### config.mk
export PLATFORM = sky130hd
export DESIGN_NAME = adc_frontend_top
export DESIGN_NICKNAME = d
export VERILOG_FILES = /design/src/hw/adc_pkg.sv /design/src/hw/adc_convert_seq.sv /design/src/hw/adc_frontend_top.sv /design/src/hw/adc_sample_bank.sv /design/src/hw/adc_serial_reader.sv
export SDC_FILE = /design/constraint.sdc
export NUM_CORES = 1
export LEC_CHECK = 0
export ABC_AREA = 1
export BUFFER_PORTS_ARGS = -buffer_cell sky130_fd_sc_hd__buf_2
export CAP_MARGIN = 20
export CORE_MARGIN = 2
export CORE_UTILIZATION = 59
export DETAILED_ROUTE_END_ITERATION = 10
export HOLD_SLACK_MARGIN = 0.03
export PLACE_DENSITY = 0.79
export SLEW_MARGIN = 20
export SYNTH_ARGS = -nofsm -noshare
export SYNTH_HDL_FRONTEND = slang
export SYNTH_SLANG_ARGS = --single-unit
export TNS_END_PERCENT = 20
### constraint.sdc
create_clock -name clk_in -period 6.2 [get_ports clk_in]
set_input_delay 0.62 -clock clk_in [delete_from_list [all_inputs] [get_ports clk_in]]
set_output_delay 0.62 -clock clk_in [all_outputs]
set_load 0.02 [all_outputs]
### src/hw/adc_pkg.sv
`default_nettype none

////////////////////////////////////////////////////////////////////////////
// shared constants and state encodings for the converter front end
////////////////////////////////////////////////////////////////////////////

package adc_pkg;

	// default geometry of the converter
	localparam int adc_w_out_def       = 18;   // sample width
	localparam int adc_n_chan_def      = 8;    // channels, read as pairs
	localparam int adc_os_w            = 3;    // oversampling code width

	// counters of both state machines
	localparam int adc_cnt_w           = 8;    // holds read length and min cycle
	localparam int adc_min_t_cycle_def = 160;  // above 2*72+4 read cycles

	// conversion sequencer states
	typedef enum logic [1:0] {
		cv_idle   = 2'd0,                      // wait for start pulse
		cv_convst = 2'd1,                      // convst low for one cycle
		cv_conv   = 2'd2                       // pace the conversion cycle
	} cv_state_t;

	// serial reader states
	typedef enum logic [1:0] {
		rd_idle = 2'd0,                        // wait for busy high
		rd_read = 2'd1,                        // clock out both lines
		rd_wait = 2'd2                         // wait for busy low
	} rd_state_t;

endpackage

`default_nettype wire

### src/hw/adc_convert_seq.sv
`timescale 1ns/10ps
`default_nettype none

module adc_convert_seq #(
	parameter int MIN_T_CYCLE = adc_pkg::adc_min_t_cycle_def  // min cycle in clk_in cycles
) (
	input  wire  clk_in,
	input  wire  reset_in,
	input  wire  cstart_in,                    // one-cycle start of continuous mode
	input  wire  busy_in,                      // converter busy
	output logic convst_out                    // active low convert start
);

	import adc_pkg::*;

	////////////////////////////////////////////////////////////////////////////
	// state and cycle counter
	////////////////////////////////////////////////////////////////////////////

	cv_state_t cv_state;                       // current state
	cv_state_t cv_next;                        // next state
	logic [adc_cnt_w-1:0] cv_cnt;              // cycles spent in current state
	logic cv_min_done;                         // minimum cycle time elapsed

	assign cv_min_done = (cv_cnt >= adc_cnt_w'(MIN_T_CYCLE));

	always_comb begin
		cv_next = cv_state;                    // hold by default
		case (cv_state)
			cv_idle: begin
				if (cstart_in)
					cv_next = cv_convst;       // start only from idle
			end
			cv_convst: begin
				cv_next = cv_conv;             // single cycle pulse
			end
			cv_conv: begin
				if (cv_min_done && !busy_in)
					cv_next = cv_convst;       // next conversion
			end
			default: begin
				cv_next = cv_idle;
			end
		endcase
	end

	always_ff @(posedge clk_in) begin
		if (reset_in) begin
			cv_state <= cv_idle;
			cv_cnt   <= '0;
		end else begin
			cv_state <= cv_next;
			if (cv_state != cv_next)
				cv_cnt <= '0;                  // restart on every transition
			else if (cv_cnt != '1)
				cv_cnt <= cv_cnt + 1'b1;       // saturate, no wrap
		end
	end

	////////////////////////////////////////////////////////////////////////////
	// convst pulse, one cycle behind the convst state
	////////////////////////////////////////////////////////////////////////////

	always_ff @(posedge clk_in) begin
		if (reset_in)
			convst_out <= 1'b1;                // idle high
		else
			convst_out <= ~(cv_state == cv_convst);
	end

endmodule

`default_nettype wire

### src/hw/adc_frontend_top.sv
`timescale 1ns/10ps
`default_nettype none

module adc_frontend_top #(
	parameter int W_OUT       = adc_pkg::adc_w_out_def,
	parameter int N_CHAN      = adc_pkg::adc_n_chan_def,
	parameter int MIN_T_CYCLE = adc_pkg::adc_min_t_cycle_def
) (
	input  wire                            clk_in,
	input  wire                            reset_in,
	input  wire                            cstart_in,        // starts continuous mode
	input  wire  [adc_pkg::adc_os_w-1:0]   os_in,            // oversampling code
	input  wire                            busy_in,          // from converter
	input  wire                            data_a_in,        // serial line a
	input  wire                            data_b_in,        // serial line b
	input  wire  [$clog2(N_CHAN)-1:0]      ch_sel_in,        // bank read address
	output wire  [adc_pkg::adc_os_w-1:0]   os_out,           // to converter
	output wire                            convst_out,       // active low
	output wire                            reset_out,        // converter reset
	output wire                            sclk_out,
	output wire                            n_cs_out,
	output wire  [N_CHAN-1:0]              data_valid_out,   // one-hot per pair
	output wire  signed [W_OUT-1:0]        data_a_out,
	output wire  signed [W_OUT-1:0]        data_b_out,
	output wire                            frame_valid_out,
	output wire  signed [W_OUT-1:0]        ch_data_out
);

	import adc_pkg::*;

	localparam int IDX_W = (N_CHAN / 2 > 1) ? $clog2(N_CHAN / 2) : 1;

	wire                     word_valid;       // reader to bank
	wire [IDX_W-1:0]         word_index;
	wire signed [W_OUT-1:0]  word_a;
	wire signed [W_OUT-1:0]  word_b;

	assign os_out    = os_in;                  // straight to the pins
	assign reset_out = reset_in;

	////////////////////////////////////////////////////////////////////////////
	// blocks
	////////////////////////////////////////////////////////////////////////////

	adc_convert_seq #(
		.MIN_T_CYCLE (MIN_T_CYCLE)
	) u_convert_seq (
		.clk_in     (clk_in),
		.reset_in   (reset_in),
		.cstart_in  (cstart_in),
		.busy_in    (busy_in),
		.convst_out (convst_out)
	);

	// reads the previous result while the next conversion runs
	adc_serial_reader #(
		.W_OUT  (W_OUT),
		.N_CHAN (N_CHAN),
		.IDX_W  (IDX_W)
	) u_serial_reader (
		.clk_in     (clk_in),
		.reset_in   (reset_in),
		.busy_in    (busy_in),
		.data_a_in  (data_a_in),
		.data_b_in  (data_b_in),
		.n_cs_out   (n_cs_out),
		.sclk_out   (sclk_out),
		.word_valid (word_valid),
		.word_index (word_index),
		.word_a     (word_a),
		.word_b     (word_b)
	);

	adc_sample_bank #(
		.W_OUT  (W_OUT),
		.N_CHAN (N_CHAN),
		.IDX_W  (IDX_W)
	) u_sample_bank (
		.clk_in          (clk_in),
		.reset_in        (reset_in),
		.word_valid      (word_valid),
		.word_index      (word_index),
		.word_a          (word_a),
		.word_b          (word_b),
		.ch_sel_in       (ch_sel_in),
		.data_valid_out  (data_valid_out),
		.data_a_out      (data_a_out),
		.data_b_out      (data_b_out),
		.frame_valid_out (frame_valid_out),
		.ch_data_out     (ch_data_out)
	);

endmodule

`default_nettype wire

### src/hw/adc_sample_bank.sv
`timescale 1ns/10ps
`default_nettype none

module adc_sample_bank #(
	parameter int W_OUT  = adc_pkg::adc_w_out_def,
	parameter int N_CHAN = adc_pkg::adc_n_chan_def,
	parameter int IDX_W  = (N_CHAN / 2 > 1) ? $clog2(N_CHAN / 2) : 1,
	parameter int SEL_W  = $clog2(N_CHAN)
) (
	input  wire                      clk_in,
	input  wire                      reset_in,
	input  wire                      word_valid,       // word strobe from reader
	input  wire  [IDX_W-1:0]         word_index,       // pair number
	input  wire  signed [W_OUT-1:0]  word_a,           // low half channel
	input  wire  signed [W_OUT-1:0]  word_b,           // high half channel
	input  wire  [SEL_W-1:0]         ch_sel_in,        // read port address
	output logic [N_CHAN-1:0]        data_valid_out,   // one-hot per pair
	output logic signed [W_OUT-1:0]  data_a_out,
	output logic signed [W_OUT-1:0]  data_b_out,
	output logic                     frame_valid_out,  // with the last pair
	output logic signed [W_OUT-1:0]  ch_data_out       // selected channel
);

	import adc_pkg::*;

	localparam int HALF = N_CHAN / 2;          // pairs per frame

	logic signed [W_OUT-1:0] sample_q [N_CHAN];  // latest word of each channel

	////////////////////////////////////////////////////////////////////////////
	// channel registers and strobes
	////////////////////////////////////////////////////////////////////////////

	always_ff @(posedge clk_in) begin
		if (reset_in) begin
			for (int c = 0; c < N_CHAN; c++)
				sample_q[c] <= '0;
			data_valid_out  <= '0;
			frame_valid_out <= 1'b0;
		end else begin
			data_valid_out  <= '0;             // strobes last one cycle
			frame_valid_out <= word_valid && (word_index == IDX_W'(HALF - 1));
			for (int p = 0; p < HALF; p++) begin
				if (word_valid && (word_index == IDX_W'(p))) begin
					sample_q[p]            <= word_a;
					sample_q[p + HALF]     <= word_b;
					data_valid_out[p]      <= 1'b1;
					data_valid_out[p + HALF] <= 1'b1;
				end
			end
		end
	end

	// pair outputs follow each word
	always_ff @(posedge clk_in) begin
		if (word_valid) begin
			data_a_out <= word_a;
			data_b_out <= word_b;
		end
	end

	assign ch_data_out = sample_q[ch_sel_in];  // async read port

endmodule

`default_nettype wire

### src/hw/adc_serial_reader.sv
`timescale 1ns/10ps
`default_nettype none

module adc_serial_reader #(
	parameter int W_OUT  = adc_pkg::adc_w_out_def,   // bits per word
	parameter int N_CHAN = adc_pkg::adc_n_chan_def,  // channels, two per word slot
	parameter int IDX_W  = (N_CHAN / 2 > 1) ? $clog2(N_CHAN / 2) : 1
) (
	input  wire                      clk_in,
	input  wire                      reset_in,
	input  wire                      busy_in,      // converter busy
	input  wire                      data_a_in,    // serial line a
	input  wire                      data_b_in,    // serial line b
	output logic                     n_cs_out,     // chip select, active low
	output logic                     sclk_out,     // serial clock, idles high
	output logic                     word_valid,   // one-cycle word strobe
	output logic [IDX_W-1:0]         word_index,   // pair number of the word
	output logic signed [W_OUT-1:0]  word_a,       // line a shift register
	output logic signed [W_OUT-1:0]  word_b        // line b shift register
);

	import adc_pkg::*;

	localparam int RD_LENGTH = W_OUT * (N_CHAN / 2);  // bits per line per read
	localparam int RD_HALF   = 2 * RD_LENGTH;         // half-bit cycles per read
	localparam int BIT_W     = $clog2(W_OUT);

	////////////////////////////////////////////////////////////////////////////
	// read state machine
	////////////////////////////////////////////////////////////////////////////

	rd_state_t rd_state;
	rd_state_t rd_next;
	logic [adc_cnt_w-1:0] rd_cnt;              // half-bit cycle count
	logic rd_active;                           // inside the chip select window
	logic bit_take;                            // rising sclk phase, sample now
	logic [BIT_W-1:0] bit_cnt;                 // bit position inside word

	assign rd_active = (rd_state == rd_read) && (rd_cnt < adc_cnt_w'(RD_HALF));
	assign bit_take  = rd_active && rd_cnt[0]; // odd half is the rising one

	always_comb begin
		rd_next = rd_state;
		case (rd_state)
			rd_idle: begin
				if (busy_in)
					rd_next = rd_read;         // new result available
			end
			rd_read: begin
				if (rd_cnt == adc_cnt_w'(RD_HALF))
					rd_next = rd_wait;
			end
			rd_wait: begin
				if (!busy_in)
					rd_next = rd_idle;         // one read per busy pulse
			end
			default: begin
				rd_next = rd_idle;
			end
		endcase
	end

	always_ff @(posedge clk_in) begin
		if (reset_in) begin
			rd_state <= rd_idle;
			rd_cnt   <= '0;
		end else begin
			rd_state <= rd_next;
			if (rd_state != rd_next)
				rd_cnt <= '0;
			else if (rd_cnt != '1)
				rd_cnt <= rd_cnt + 1'b1;
		end
	end

	////////////////////////////////////////////////////////////////////////////
	// serial pins, registered
	////////////////////////////////////////////////////////////////////////////

	always_ff @(posedge clk_in) begin
		if (reset_in) begin
			n_cs_out <= 1'b1;
			sclk_out <= 1'b1;
		end else begin
			n_cs_out <= ~rd_active;
			sclk_out <= rd_active ? rd_cnt[0] : 1'b1;  // low then high per bit
		end
	end

	// msb first, both lines together
	always_ff @(posedge clk_in) begin
		if (bit_take) begin
			word_a <= {word_a[W_OUT-2:0], data_a_in};
			word_b <= {word_b[W_OUT-2:0], data_b_in};
		end
	end

	////////////////////////////////////////////////////////////////////////////
	// word boundaries
	////////////////////////////////////////////////////////////////////////////

	always_ff @(posedge clk_in) begin
		if (reset_in) begin
			bit_cnt    <= '0;
			word_valid <= 1'b0;
			word_index <= '0;
		end else begin
			word_valid <= bit_take && (bit_cnt == BIT_W'(W_OUT - 1));  // last bit in
			if (rd_state == rd_idle) begin
				bit_cnt    <= '0;              // fresh frame
				word_index <= '0;
			end else begin
				if (bit_take)
					bit_cnt <= (bit_cnt == BIT_W'(W_OUT - 1)) ? '0 : bit_cnt + 1'b1;
				if (word_valid)
					word_index <= word_index + 1'b1;  // after the strobe cycle
			end
		end
	end

endmodule

`default_nettype wire

# Word-level counts from Yosys, hierarchy flattened
# Memories as Yosys holds them, arrays and structs flattened.
# Index checks and enable logic that the tools add are counted.
dict set report word_totals {
  reg_bits 112
  mem_bits_rw 144
  output_inout_bits 70
  word_cells 92
  n_memories 1
}
dict set report classes {
  n_addsub 4
  order_cmp 2
  eq_ne 13
  mux 30
  bitwise_logic 10
  n_reduce_logical 16
}
# memory depth word_bits rd rd_ports_with_merged_regs write_ports line_no
set memory_table {}
lappend memory_table {u_sample_bank.sample_q 8 18 1 0 8 adc_sample_bank.sv:28} ;# logic signed [W_OUT-1:0] sample_q [N_CHAN];
# operator n
set op_table {}
lappend op_table {{18-bit two-way mux} 8}
lappend op_table {{8-bit by 1-bit adder with 8-bit output (second input constant)} 2}
lappend op_table {{8-bit inequality test (second input constant)} 2}
lappend op_table {{1-bit two-way mux} 14}
lappend op_table {{2-bit case mux with 3 select lines} 2}
lappend op_table {{2-bit two-way mux} 5}
lappend op_table {{2-bit == test (second input constant)} 4}
lappend op_table {{8-bit == test (second input constant)} 1}
lappend op_table {{8-bit greater-or-equal comparator (second input constant)} 1}
lappend op_table {{1-bit logical AND} 8}
lappend op_table {{8-bit less-than comparator (second input constant)} 1}
lappend op_table {{1-bit bitwise OR} 8}
lappend op_table {{2-bit OR reduction} 4}
lappend op_table {{2-bit by 1-bit == test with 1-bit output (second input constant)} 3}
lappend op_table {{2-bit logical NOT} 3}
lappend op_table {{5-bit by 1-bit adder with 5-bit output (second input constant)} 1}
lappend op_table {{5-bit == test (second input constant)} 1}
lappend op_table {{5-bit two-way mux} 1}
lappend op_table {{2-bit inequality test} 2}
lappend op_table {{2-bit by 1-bit adder with 2-bit output (second input constant)} 1}
lappend op_table {{1-bit NOT} 2}
lappend op_table {{1-bit logical NOT} 1}

# Longest topological paths before layout
# Gate-level depths: netlist of the first run.
dict set report logic_depth {
  ltp_word 6
  mapped_depth 8
}

# By module
# From an unflattened synthesis of the first run, not the netlist that was laid out.
dict set report hier_totals {
  hier_cells 1195
  hier_area_um2 11110.7
}
# module n_inst cells_per_inst area_each_um2 seq_area_each_um2
set modules_own_cells {}
lappend modules_own_cells {adc_sample_bank 1 917 8289.2 5305.1}
lappend modules_own_cells {adc_serial_reader 1 185 2204.6 1481.4}
lappend modules_own_cells {adc_convert_seq 1 89 586.8 220.2}
lappend modules_own_cells {adc_frontend_top 1 4 30.0 0.0}

# Worst setup path before layout of the first run
# Ideal clock, no wire load.
dict set report synth_timing {
  path_kind {flip-flop to flip-flop}
  start {register u_serial_reader.word_valid}
  end {memory u_sample_bank.sample_q[0][0] in the netlist's numbering, enable pin}
  setup_ps 479
  arrival_ps 3985
  setup_slack_ps 1736
  stages_incl_launch_ff 3
  path_buffers 0
  path_cell_list {dfxtp_1 inv_2 o21ai_0}
}
# element line_no
set synth_lines {}
lappend synth_lines {{from (decl)} adc_serial_reader.sv:16} ;# output logic word_valid,
lappend synth_lines {{from (signal assigned)} adc_serial_reader.sv:108} ;# word_valid <= bit_take && (bit_cnt == BIT_W'(W_OUT - 1));
lappend synth_lines {{to (decl)} adc_sample_bank.sv:28}

# Worst setup path after layout of the first run
dict set report layout_timing {
  start {input ch_sel_in[0]}
  end {output ch_data_out[16]}
}
dict set report layout_between {
  elab_chain_cells 1
}
# element line_no
set layout_rtl {}
lappend layout_rtl {{from (decl)} adc_frontend_top.sv:16} ;# input wire [$clog2(N_CHAN)-1:0] ch_sel_in,
lappend layout_rtl {{memory 8 x 18 bit} n/a}
lappend layout_rtl {{to (decl)} adc_frontend_top.sv:26} ;# output wire signed [W_OUT-1:0] ch_data_out
# Every way passes these cells.

==> results of run 1 <==
per-stage QoR:
step | std cells | util | hold slack (ps)
2_1_floorplan | 951 | - | 402
3_3_place_gp | 1206 | 0.622 | 428
3_5_place_dp | 1207 | 0.623 | 417
4_1_cts | 1254 | 0.673 | 263
5_1_grt | 1254 | 0.673 | 272
6_report | 1254 | 0.673 | 276
per-layer routing:
layer,up-vias,global-route usage,wire [um]
met5,-,0,0
met4,0,0.0839,537
met3,40,0.0406,1400
met2,234,0.391,10300
met1,3391,0.298,8770
li1,3301,-,-
cell type report:
class / count / area, sq um
Timing Repair Buffer: 80 / 433
Multi-Input combinational cell: 546 / 2550
Clock inverter: 12 / 135
Fill cell: 1273 / 5590
Tap cell: 225 / 282
Sequential cell: 251 / 7010
Clock buffer: 35 / 716
Inverter: 105 / 397
layout by cell type (no fill, tap or decap), drive strengths merged:
| cell | netlist | layout |
|---|---|---|
| nor2 | 219 | 219 |
| bufinv | 0 | 3 |
| or2 | 3 | 3 |
| o211ai | 1 | 1 |
| ha | 10 | 10 |
| xnor2 | 1 | 1 |
| clkbuf | 12 | 35 |
| nand4 | 5 | 5 |
| a21oi | 27 | 27 |
| dfxtp | 53 | 53 |
| clkinvlp | 0 | 1 |
| a31oi | 1 | 1 |
| buf | 37 | 80 |
| nand3 | 12 | 12 |
| xor2 | 5 | 5 |
| inv | 104 | 104 |
| o21ai | 105 | 105 |
| clkinv | 1 | 9 |
| nand2 | 113 | 113 |
| nor3 | 8 | 8 |
| edfxtp | 198 | 198 |
| o22ai | 36 | 36 |
worst min-delay path by stage:
stage / end / from / depth (start not counted)
CTS: u_serial_reader.word_a[0]$_DFFE_PP_ / data_a_in / 1
global placement: u_convert_seq.convst_out$_SDFF_PP1_ / u_convert_seq.cv_state[0]$_SDFF_PP0_ / 1
floorplan: u_convert_seq.convst_out$_SDFF_PP1_ / u_convert_seq.cv_state[0]$_SDFF_PP0_ / 1
finish: u_serial_reader.word_a[0]$_DFFE_PP_ / data_a_in / 1
global route: u_serial_reader.word_b[0]$_DFFE_PP_ / data_b_in / 1
detailed placement: u_convert_seq.convst_out$_SDFF_PP1_ / u_convert_seq.cv_state[0]$_SDFF_PP0_ / 1
state kept, by name, indices dropped and copies added (netlist names), 4 cells and up:
signal / cells
u_sample_bank.data_valid_out: 4
u_sample_bank.sample_q: 144
u_serial_reader.word_b: 18
u_serial_reader.bit_cnt: 5
u_sample_bank.data_b_out: 18
u_serial_reader.word_a: 18
u_sample_bank.data_a_out: 18
u_serial_reader.rd_cnt: 8
u_convert_seq.cv_cnt: 8
kinds of logic (layout without fill, tap and decap cells):
group | after synthesis | after routing
buf+inv | 154 | 232
flops | 251 | 251
simple gates | 360 | 360
compound gates | 170 | 170
fa+ha+maj | 10 | 10
xor+xnor | 6 | 6
power by group through the flow:
stage	sequential, uW	clock (uW)	combinational, uW
finish	1860	1540	175
CTS	1860	1560	174
global route	1870	1620	193
global placement	1900	0	168
detailed placement	1900	0	173
floorplan	1900	0	121
==> results.ini, run 1 <==
[setup_path]
worstSetupStartpointType = input port
worst-path-stages = 9
end_kind = output port
worstReg2RegStart = u_serial_reader.word_valid$_SDFF_PP0_
crit_end = ch_data_out[16]
ff2ff_path_depth = 3
crit_type = input port to output port
slowest_stage = buf_4
crit_buf_inv = 4
slowest_delay_ps = 490
reg2reg_slack_ps = 3640
r2r_end = u_sample_bank.sample_q[5][9]$_SDFFCE_PN0P_
path_delay_family = buffers and inverters
critPathRequiredTime_ps = 5580
worst-path-max-fanout = 90
cp.arrival_ps = 2560
cp-startpoint = ch_sel_in[0]
path_cells = buf_2 -> buf_4 -> inv_4 -> a21oi_1 -> o21ai_0 -> o21ai_1 -> nand2_1 -> nand2_1 -> buf_2

[floorplan]
dieArea_sq_um = 18400
io_pins = 82
start_util = 0.599
dieWidth_um = 136
die_h_um = 136
row_count = 48
core_area_sq_um = 17100

[detailed_routing]
antenna_left = 0
first_iter_violations = 659
route.detailed.drc = 0
viasPerCell = 5.56
vias = 6966
wl_mm = 21.0
avgRoutedWirePerCell_um = 16.7
first_pass_iters = 5

[timing]
skew_ps = 15.4
worst_slew_pin_slew_ps = 1050
setup_viol = 0
finalWorstSetupSlack_ps = 3020
setup_tns_ps = 0
report.final.slew_viol_count = 0
fmax_mhz = 314
slew_headroom = 0.303
period_needed_ps = 3180
rsz0062_at_grt = false
period_share = 0.513
final_hold_viol_count = 0

[grt]
grt_max_degree = 91
grt_pass1_vias = 6630
grtUsageTotal = 0.230
grt.overflow.total = 0
grt_pass1_wl_mm = 33.0
antenna_found_initial = 0

[placed_design]
postPlaceCellArea_sq_um = 10700
io_buffers = 75
hpwl_mm = 12.1
place_congestion = 0.816
post-place-ws_ps = 3100

[power]
power.internal_uw = 2820
powerDensity_nw_per_um2 = 310
vdd.ir_drop.worst_mv = 0.234
power_uw = 3580
switchingPower_uw = 752
seqPwrFrac = 0.521
clkPwrFrac = 0.430
power.combinational.fraction = 0.049
p_leak_uw = 0.00460
swShare = 0.210

[clock_tree]
cts_buffers = 26
cts_setup_buffers = 0
postCtsHoldBufs = 0
cts_buffer_depth = 3
clock_latency_ps = 520
clockRootBuffer = clkbuf_16
cts_resized = 0
clkSinkCount = 251
cts_tree = yes
cts-htree-levels = 1
path_clk_slew_ps = 60

[yosys]
async_flop_share = 0
syn_nets = 973
ys_top_cells_by_count = 212 x nor2_1, 198 x edfxtp_1, 112 x nand2_1, 97 x inv_1, 92 x o21ai_0
synth_area_leaders = edfxtp_1 58%, dfxtp_1 10%, nor2_1 7.8%
synth_edf_count = 198
synth_mux_area_frac = 0
syn_avg_cell_area_sq_um = 10.8
synthXorXnorAreaFrac = 0.00513
synth_cells = 951
post-synth-top-count-cell = nor2_1
ys_types = 30
synthSimpleGateAreaFrac = 0.141
syn-cell-area_sq_um = 10300
yosysTopAreaCellShare = 0.580
synthAdderAreaFrac = 0.0122
yosys.area.top_type = edfxtp_1
synth-compound-area-share = 0.0878
synth.ff_latch_count = 251
ys_seq_area_frac = 0.684
synth_ff_type = edfxtp_1
ys_warn_count = 0
synth_top_family_by_area = simple AND/OR/NAND/NOR gates

[layout]
nets = 1032
layout-drive-gt1-share = 0.136
syn_to_final_growth_pct = 12.4
n_antenna_cell = 0
finalInstanceArea_sq_um = 11500

[flow_run]
drv_cap = 0

[run_status]
status = completed

[min_path]
hp-class = input port to register

Power figures use the tool's default switching activity.
==> run 2, diff against run 1 <==
--- a/config.mk
+++ b/config.mk
@@ -9,10 +9,10 @@
 export BUFFER_PORTS_ARGS = -buffer_cell sky130_fd_sc_hd__buf_2
 export CAP_MARGIN = 20
 export CORE_MARGIN = 2
-export CORE_UTILIZATION = 59
+export CORE_UTILIZATION = 54
 export DETAILED_ROUTE_END_ITERATION = 10
 export HOLD_SLACK_MARGIN = 0.03
-export PLACE_DENSITY = 0.79
+export PLACE_DENSITY = 0.76
 export SLEW_MARGIN = 20
 export SYNTH_ARGS = -nofsm -noshare
 export SYNTH_HDL_FRONTEND = slang
==> constraint.sdc (replaced) <==
create_clock -name clk_in -period 2.8 [get_ports clk_in]
set_input_delay 0.28 -clock clk_in [delete_from_list [all_inputs] [get_ports clk_in]]
set_output_delay 0.28 -clock clk_in [all_outputs]
set_load 0.02 [all_outputs]
==> results.ini, run 2 (synthesized netlist as in run 1, its figures left out) <==
[run_status]
status = completed  ; unchanged

[setup_path]
cp.arrival_ps = 2050  ; was 2560 ps
worstReg2RegStart = u_serial_reader.word_valid$_SDFF_PP0_  ; unchanged
crit_type = input port to output port  ; unchanged
ff2ff_path_depth = 5  ; was 3
cp-startpoint = ch_sel_in[1]  ; was ch_sel_in[0]
crit_end = ch_data_out[12]  ; was ch_data_out[16]
r2r_end = u_sample_bank.sample_q[6][17]$_SDFFE_PP0P_  ; was u_sample_bank.sample_q[5][9]$_SDFFCE_PN0P_
reg2reg_slack_ps = 650  ; was 3640 ps
worstSetupStartpointType = input port  ; unchanged
end_kind = output port  ; unchanged
critPathRequiredTime_ps = 2520  ; was 5580 ps
worst-path-max-fanout = 49  ; was 90

[power]
power_uw = 7680  ; was 3580 uW
p_leak_uw = 0.00462  ; was 0.00460 uW
clkPwrFrac = 0.410  ; was 0.430
switchingPower_uw = 1700  ; was 752 uW
seqPwrFrac = 0.537  ; was 0.521
power.combinational.fraction = 0.053  ; was 0.049
swShare = 0.221  ; was 0.210
powerDensity_nw_per_um2 = 665  ; was 310 nW/um^2
vdd.ir_drop.worst_mv = 0.463  ; was 0.234 mV
power.internal_uw = 5980  ; was 2820 uW

[timing]
period_needed_ps = 2330
skew_ps = 12.3  ; was 15.4 ps
holdWs_ps = 65.0  ; was 276 ps
period_share = 0.832
slew_headroom = 0.317  ; was 0.303
rsz0062_at_grt = false  ; unchanged
worst_slew_pin_slew_ps = 1020  ; was 1050 ps
fmax_mhz = 429
final_hold_viol_count = 0  ; unchanged
report.final.slew_viol_count = 0  ; unchanged
setup_viol = 0  ; unchanged

[clock_tree]
cts_buffers = 26  ; unchanged
clkSinkCount = 251  ; unchanged
clock_latency_ps = 520  ; about the same
clockRootBuffer = clkbuf_16  ; unchanged
cts-htree-levels = 1  ; unchanged
cts_buffer_depth = 3  ; unchanged
cts_resized = 0  ; unchanged
postCtsHoldBufs = 2  ; was 0
cts_setup_buffers = 0  ; unchanged
path_clk_slew_ps = 50  ; was 60 ps
cts_tree = yes  ; unchanged

[placed_design]
place_congestion = 0.882  ; was 0.816
postPlaceCellArea_sq_um = 10700  ; about the same
hpwl_mm = 13.2  ; was 12.1 mm
io_buffers = 75  ; unchanged

[floorplan]
row_count = 50  ; was 48
core_area_sq_um = 18600  ; was 17,100 sq um
dieWidth_um = 142  ; was 136 um
io_pins = 82  ; unchanged
dieArea_sq_um = 20100  ; was 18,400 sq um
die_h_um = 142  ; was 136 um
start_util = 0.550  ; was 0.599

[detailed_routing]
first_pass_iters = 5  ; unchanged
viasPerCell = 5.48  ; was 5.56
wl_mm = 22.1  ; was 21.0 mm
avgRoutedWirePerCell_um = 17.3  ; was 16.7 um
first_iter_violations = 643  ; was 659
route.detailed.drc = 0  ; unchanged
antenna_left = 0  ; unchanged
vias = 6979  ; was 6,966

[layout]
largest_register = u_sample_bank.sample_q  ; unchanged
syn_to_final_growth_pct = 12.5  ; was 12.4%
final_common_cell = nor2_1  ; unchanged
finalInstanceArea_sq_um = 11500  ; about the same
utilization = 0.619  ; was 0.673
largest_reg_flops = 144  ; unchanged
nets = 1041  ; was 1,032
final_cell_mix = 212 x nor2_1, 198 x edfxtp_1, 112 x nand2_1  ; unchanged
layout-drive-gt1-share = 0.141  ; was 0.136
n_antenna_cell = 0  ; unchanged

[min_path]
hold_start = cstart_in  ; was data_a_in
hp-class = input port to register  ; unchanged
min_path_cells = 3  ; was 1

[flow_run]
drv_cap = 0  ; unchanged

[grt]
grt_max_degree = 70  ; was 91
grt.overflow.total = 0  ; unchanged
antenna_found_initial = 0  ; unchanged
grt_pass1_wl_mm = 34.7  ; was 33.0 mm
grt_pass1_vias = 6769  ; was 6,630
grtUsageTotal = 0.220  ; was 0.230

==> run 2: changes by cell type in the layout (fill, tap and decap cells not counted), sizes merged <==
cell and delta:
clkinv -1, buf +7, clkbuf +4, bufinv -3, dlygate4sd3 +2, clkinvlp +1
==> run 2: worst min path at each step <==
stage,end,slack [ps]
after detailed placement,u_convert_seq.convst_out$_SDFF_PP1_,430
after CTS,u_convert_seq.cv_state[0]$_SDFF_PP0_,50
after global routing,u_convert_seq.cv_state[0]$_SDFF_PP0_,80
after global placement,u_convert_seq.convst_out$_SDFF_PP1_,430
after floorplan,u_sample_bank.data_valid_out[3]$_SDFF_PP0_,360
final,u_convert_seq.cv_state[0]$_SDFF_PP0_,60
==> run 2: metrics by stage <==
step / setup TNS [ps] / worst slack (ps) / std cells
after global placement: 0 / 525 / 1222
after floorplan: -7210 / -66.8 / 951
final: 0 / 471 / 1273
after global routing: 0 / 353 / 1273
after CTS: 0 / 521 / 1272
after detailed placement: 0 / 511 / 1222
==> run 2: area by class of cell <==
cell class / instances / area (sq um)
fill: 1476 / 7110
sequential: 251 / 7010
multi-input combinational: 546 / 2550
clock buffer: 39 / 721
timing repair buffer: 89 / 518
inverter: 105 / 397
tap: 234 / 293
clock inverter: 9 / 48.8
==> run 2: per-layer routing <==
| metal | up-vias | share of wire | global-route usage |
|---|---|---|---|
| met5 | - | 0 | 0 |
| met4 | 0 | 0.026 | 0.0668 |
| met3 | 50 | 0.082 | 0.0425 |
| met2 | 289 | 0.47 | 0.359 |
| met1 | 3323 | 0.42 | 0.302 |
| li1 | 3317 | - | - |
==> run 2: power by group through the flow <==
stage                     registers [uW]  clock network (uW)  logic [uW]
after detailed placement            4200                   0         396
final                               4130                3150         406
after CTS                           4120                3180         400
after floorplan                     4190                   0         270
after global routing                4130                3340         447
after global placement              4200                   0         390
==> run 2: worst max-delay path, stage by stage <==
cell,delay (ps)
buf_2,210
inv_2,630
o21ai_0,170
o21ai_0,400
nand2_1,100
nand2_1,80
buf_2,150
==> run 3, diff against run 2 <==
--- a/config.mk
+++ b/config.mk
@@ -9,10 +9,10 @@
 export BUFFER_PORTS_ARGS = -buffer_cell sky130_fd_sc_hd__buf_2
 export CAP_MARGIN = 20
 export CORE_MARGIN = 2
-export CORE_UTILIZATION = 54
+export CORE_UTILIZATION = 59
 export DETAILED_ROUTE_END_ITERATION = 10
 export HOLD_SLACK_MARGIN = 0.03
-export PLACE_DENSITY = 0.76
+export PLACE_DENSITY = 0.79
 export SLEW_MARGIN = 20
 export SYNTH_ARGS = -nofsm -noshare
 export SYNTH_HDL_FRONTEND = slang
==> constraint.sdc (replaced) <==
create_clock -name clk_in -period 2.3 [get_ports clk_in]
set_input_delay 0.23 -clock clk_in [delete_from_list [all_inputs] [get_ports clk_in]]
set_output_delay 0.23 -clock clk_in [all_outputs]
set_load 0.02 [all_outputs]
==> results.ini, run 3 (synthesized netlist as in run 1, its figures left out) <==
[placed_design]
postPlaceCellArea_sq_um = 10900  ; was 10,700 sq um
hpwl_mm = 13.8  ; was 13.2 mm
place_congestion = 0.812  ; was 0.882
io_buffers = 75  ; unchanged

[timing]
report.final.slew_viol_count = 0  ; unchanged
final_hold_viol_count = 0  ; unchanged
setup_viol = 0  ; unchanged
setup_tns_ps = 0  ; unchanged
period_needed_ps = 1900
holdWs_ps = 64.5  ; was 65.0 ps
slew_headroom = 0.464  ; was 0.317
skew_ps = 14.4  ; was 12.3 ps
period_share = 0.824
worst_slew_pin_slew_ps = 802  ; was 1020 ps
rsz0062_at_grt = false  ; unchanged
fmax_mhz = 527

[setup_path]
crit_type = input port to output port  ; unchanged
ff2ff_path_depth = 5  ; unchanged
cp-startpoint = ch_sel_in[0]  ; was ch_sel_in[1]
critPathRequiredTime_ps = 2070  ; was 2520 ps
worstSetupStartpointType = input port  ; unchanged
crit_end = ch_data_out[7]  ; was ch_data_out[12]
worstReg2RegStart = u_serial_reader.word_index[0]$_SDFFE_PP0P_  ; was u_serial_reader.word_valid$_SDFF_PP0_
reg2reg_slack_ps = 410  ; was 650 ps
cp.arrival_ps = 1670  ; was 2050 ps
r2r_end = u_sample_bank.sample_q[0][9]$_SDFFCE_PN0P_  ; was u_sample_bank.sample_q[6][17]$_SDFFE_PP0P_
worst-path-max-fanout = 54  ; was 49
end_kind = output port  ; unchanged

[layout]
largest_reg_flops = 144  ; unchanged
final_common_cell = nor2_1  ; unchanged
largest_register = u_sample_bank.sample_q  ; unchanged
n_antenna_cell = 0  ; unchanged
layout-drive-gt1-share = 0.146  ; was 0.141
final_cell_mix = 212 x nor2_1, 198 x edfxtp_1, 112 x nand2_1  ; unchanged
finalInstanceArea_sq_um = 11700  ; was 11,500 sq um
nets = 1052  ; was 1,041
syn_to_final_growth_pct = 14.4  ; was 12.5%

[floorplan]
core_area_sq_um = 17100  ; was 18,600 sq um
row_count = 48  ; was 50
start_util = 0.599  ; was 0.550
dieWidth_um = 136  ; was 142 um
dieArea_sq_um = 18400  ; was 20,100 sq um
io_pins = 82  ; unchanged
die_h_um = 136  ; was 142 um

[min_path]
hp-class = input port to register  ; unchanged

[clock_tree]
cts_buffer_depth = 3  ; unchanged
cts-htree-levels = 1  ; unchanged
cts_tree = yes  ; unchanged
cts_setup_buffers = 0  ; unchanged
clockRootBuffer = clkbuf_16  ; unchanged
clock_latency_ps = 530  ; was 520 ps
clkSinkCount = 251  ; unchanged
path_clk_slew_ps = 60  ; was 50 ps
cts_buffers = 26  ; unchanged
cts_resized = 0  ; unchanged

[detailed_routing]
first_pass_iters = 5  ; unchanged
route.detailed.drc = 0  ; unchanged
wl_mm = 22.4  ; was 22.1 mm
first_iter_violations = 733  ; was 643
viasPerCell = 5.58  ; was 5.48
antenna_left = 0  ; unchanged
vias = 7095  ; was 6,979
avgRoutedWirePerCell_um = 17.6  ; was 17.3 um

[grt]
grt_pass1_wl_mm = 35.0  ; was 34.7 mm
antenna_found_initial = 0  ; unchanged
grt_max_degree = 55  ; was 70
grt_pass1_vias = 6876  ; was 6,769
grtUsageTotal = 0.247  ; was 0.220
grt.overflow.total = 0  ; unchanged

[power]
powerDensity_nw_per_um2 = 806  ; was 665 nW/um^2
vdd.ir_drop.worst_mv = 0.561  ; was 0.463 mV
power_uw = 9450  ; was 7680 uW
p_leak_uw = 0.00471  ; was 0.00462 uW

[flow_run]
drv_cap = 0  ; unchanged

[run_status]
status = completed  ; unchanged

-- run 3: cell types whose count changed in the layout (fill, tap and decap cells not counted), sizes merged --
cell	previous run	this run
buf	87	96
clkbuf	39	36
clkinvlp	2	0
dlygate4sd3	2	4
bufinv	0	1
inv	104	105
-- run 3: worst min-delay path by stage --
| stage | start | end | slack, ps | cells past startpoint |
|---|---|---|---|---|
| finish | reset_in | u_serial_reader.word_valid$_SDFF_PP0_ | 60 | 2 |
| global route | reset_in | u_serial_reader.word_valid$_SDFF_PP0_ | 60 | 2 |
| CTS | reset_in | u_serial_reader.word_valid$_SDFF_PP0_ | 50 | 2 |
| detailed placement | data_b_in | u_serial_reader.word_b[0]$_DFFE_PP_ | 410 | 1 |
| global placement | data_b_in | u_serial_reader.word_b[0]$_DFFE_PP_ | 410 | 1 |
| floorplan | reset_in | u_sample_bank.data_valid_out[3]$_SDFF_PP0_ | 310 | 1 |
-- run 3: area by class of cell --
class	count	area [sq um]
sequential	251	7010
fill	1237	5390
multi-input combinational	546	2550
clock buffer	36	719
timing repair buffer	100	698
inverter	105	397
tap	225	282
clock inverter	9	67.6
-- run 3: worst max-delay path, cell delays in order --
cell and delay (ps):
buf_2 110, buf_4 480, o21ai_0 210, o22ai_1 260, nand2_1 80, nand2_1 100, buf_2 170
-- run 3: routing by layer --
metal  GRT usage  share of wire
met4      0.0856          0.023
met2       0.406           0.48
met5           0              0
met1       0.330           0.40
met3      0.0500           0.10
-- run 3: report_power, final --
part           leakage [uW]  switching, uW  internal, uW  total [uW]
clock network      0.000384           1640          2280        3920
registers           0.00238           44.3          4980        5020
logic               0.00195            363           151         514
-- run 3: through the flow --
stage | util | worst slack (ps) | instances
finish | 0.685 | 404 | 1272
floorplan | - | 186 | 951
global route | 0.685 | 270 | 1272
global placement | 0.637 | 513 | 1223
detailed placement | 0.637 | 445 | 1223
CTS | 0.685 | 390 | 1272
-- run 3: repair_timing --
item	CTS	global route
hold buffers	4	0
hold endpoints to repair	4	0
endpoints found under the setup margin	0	0
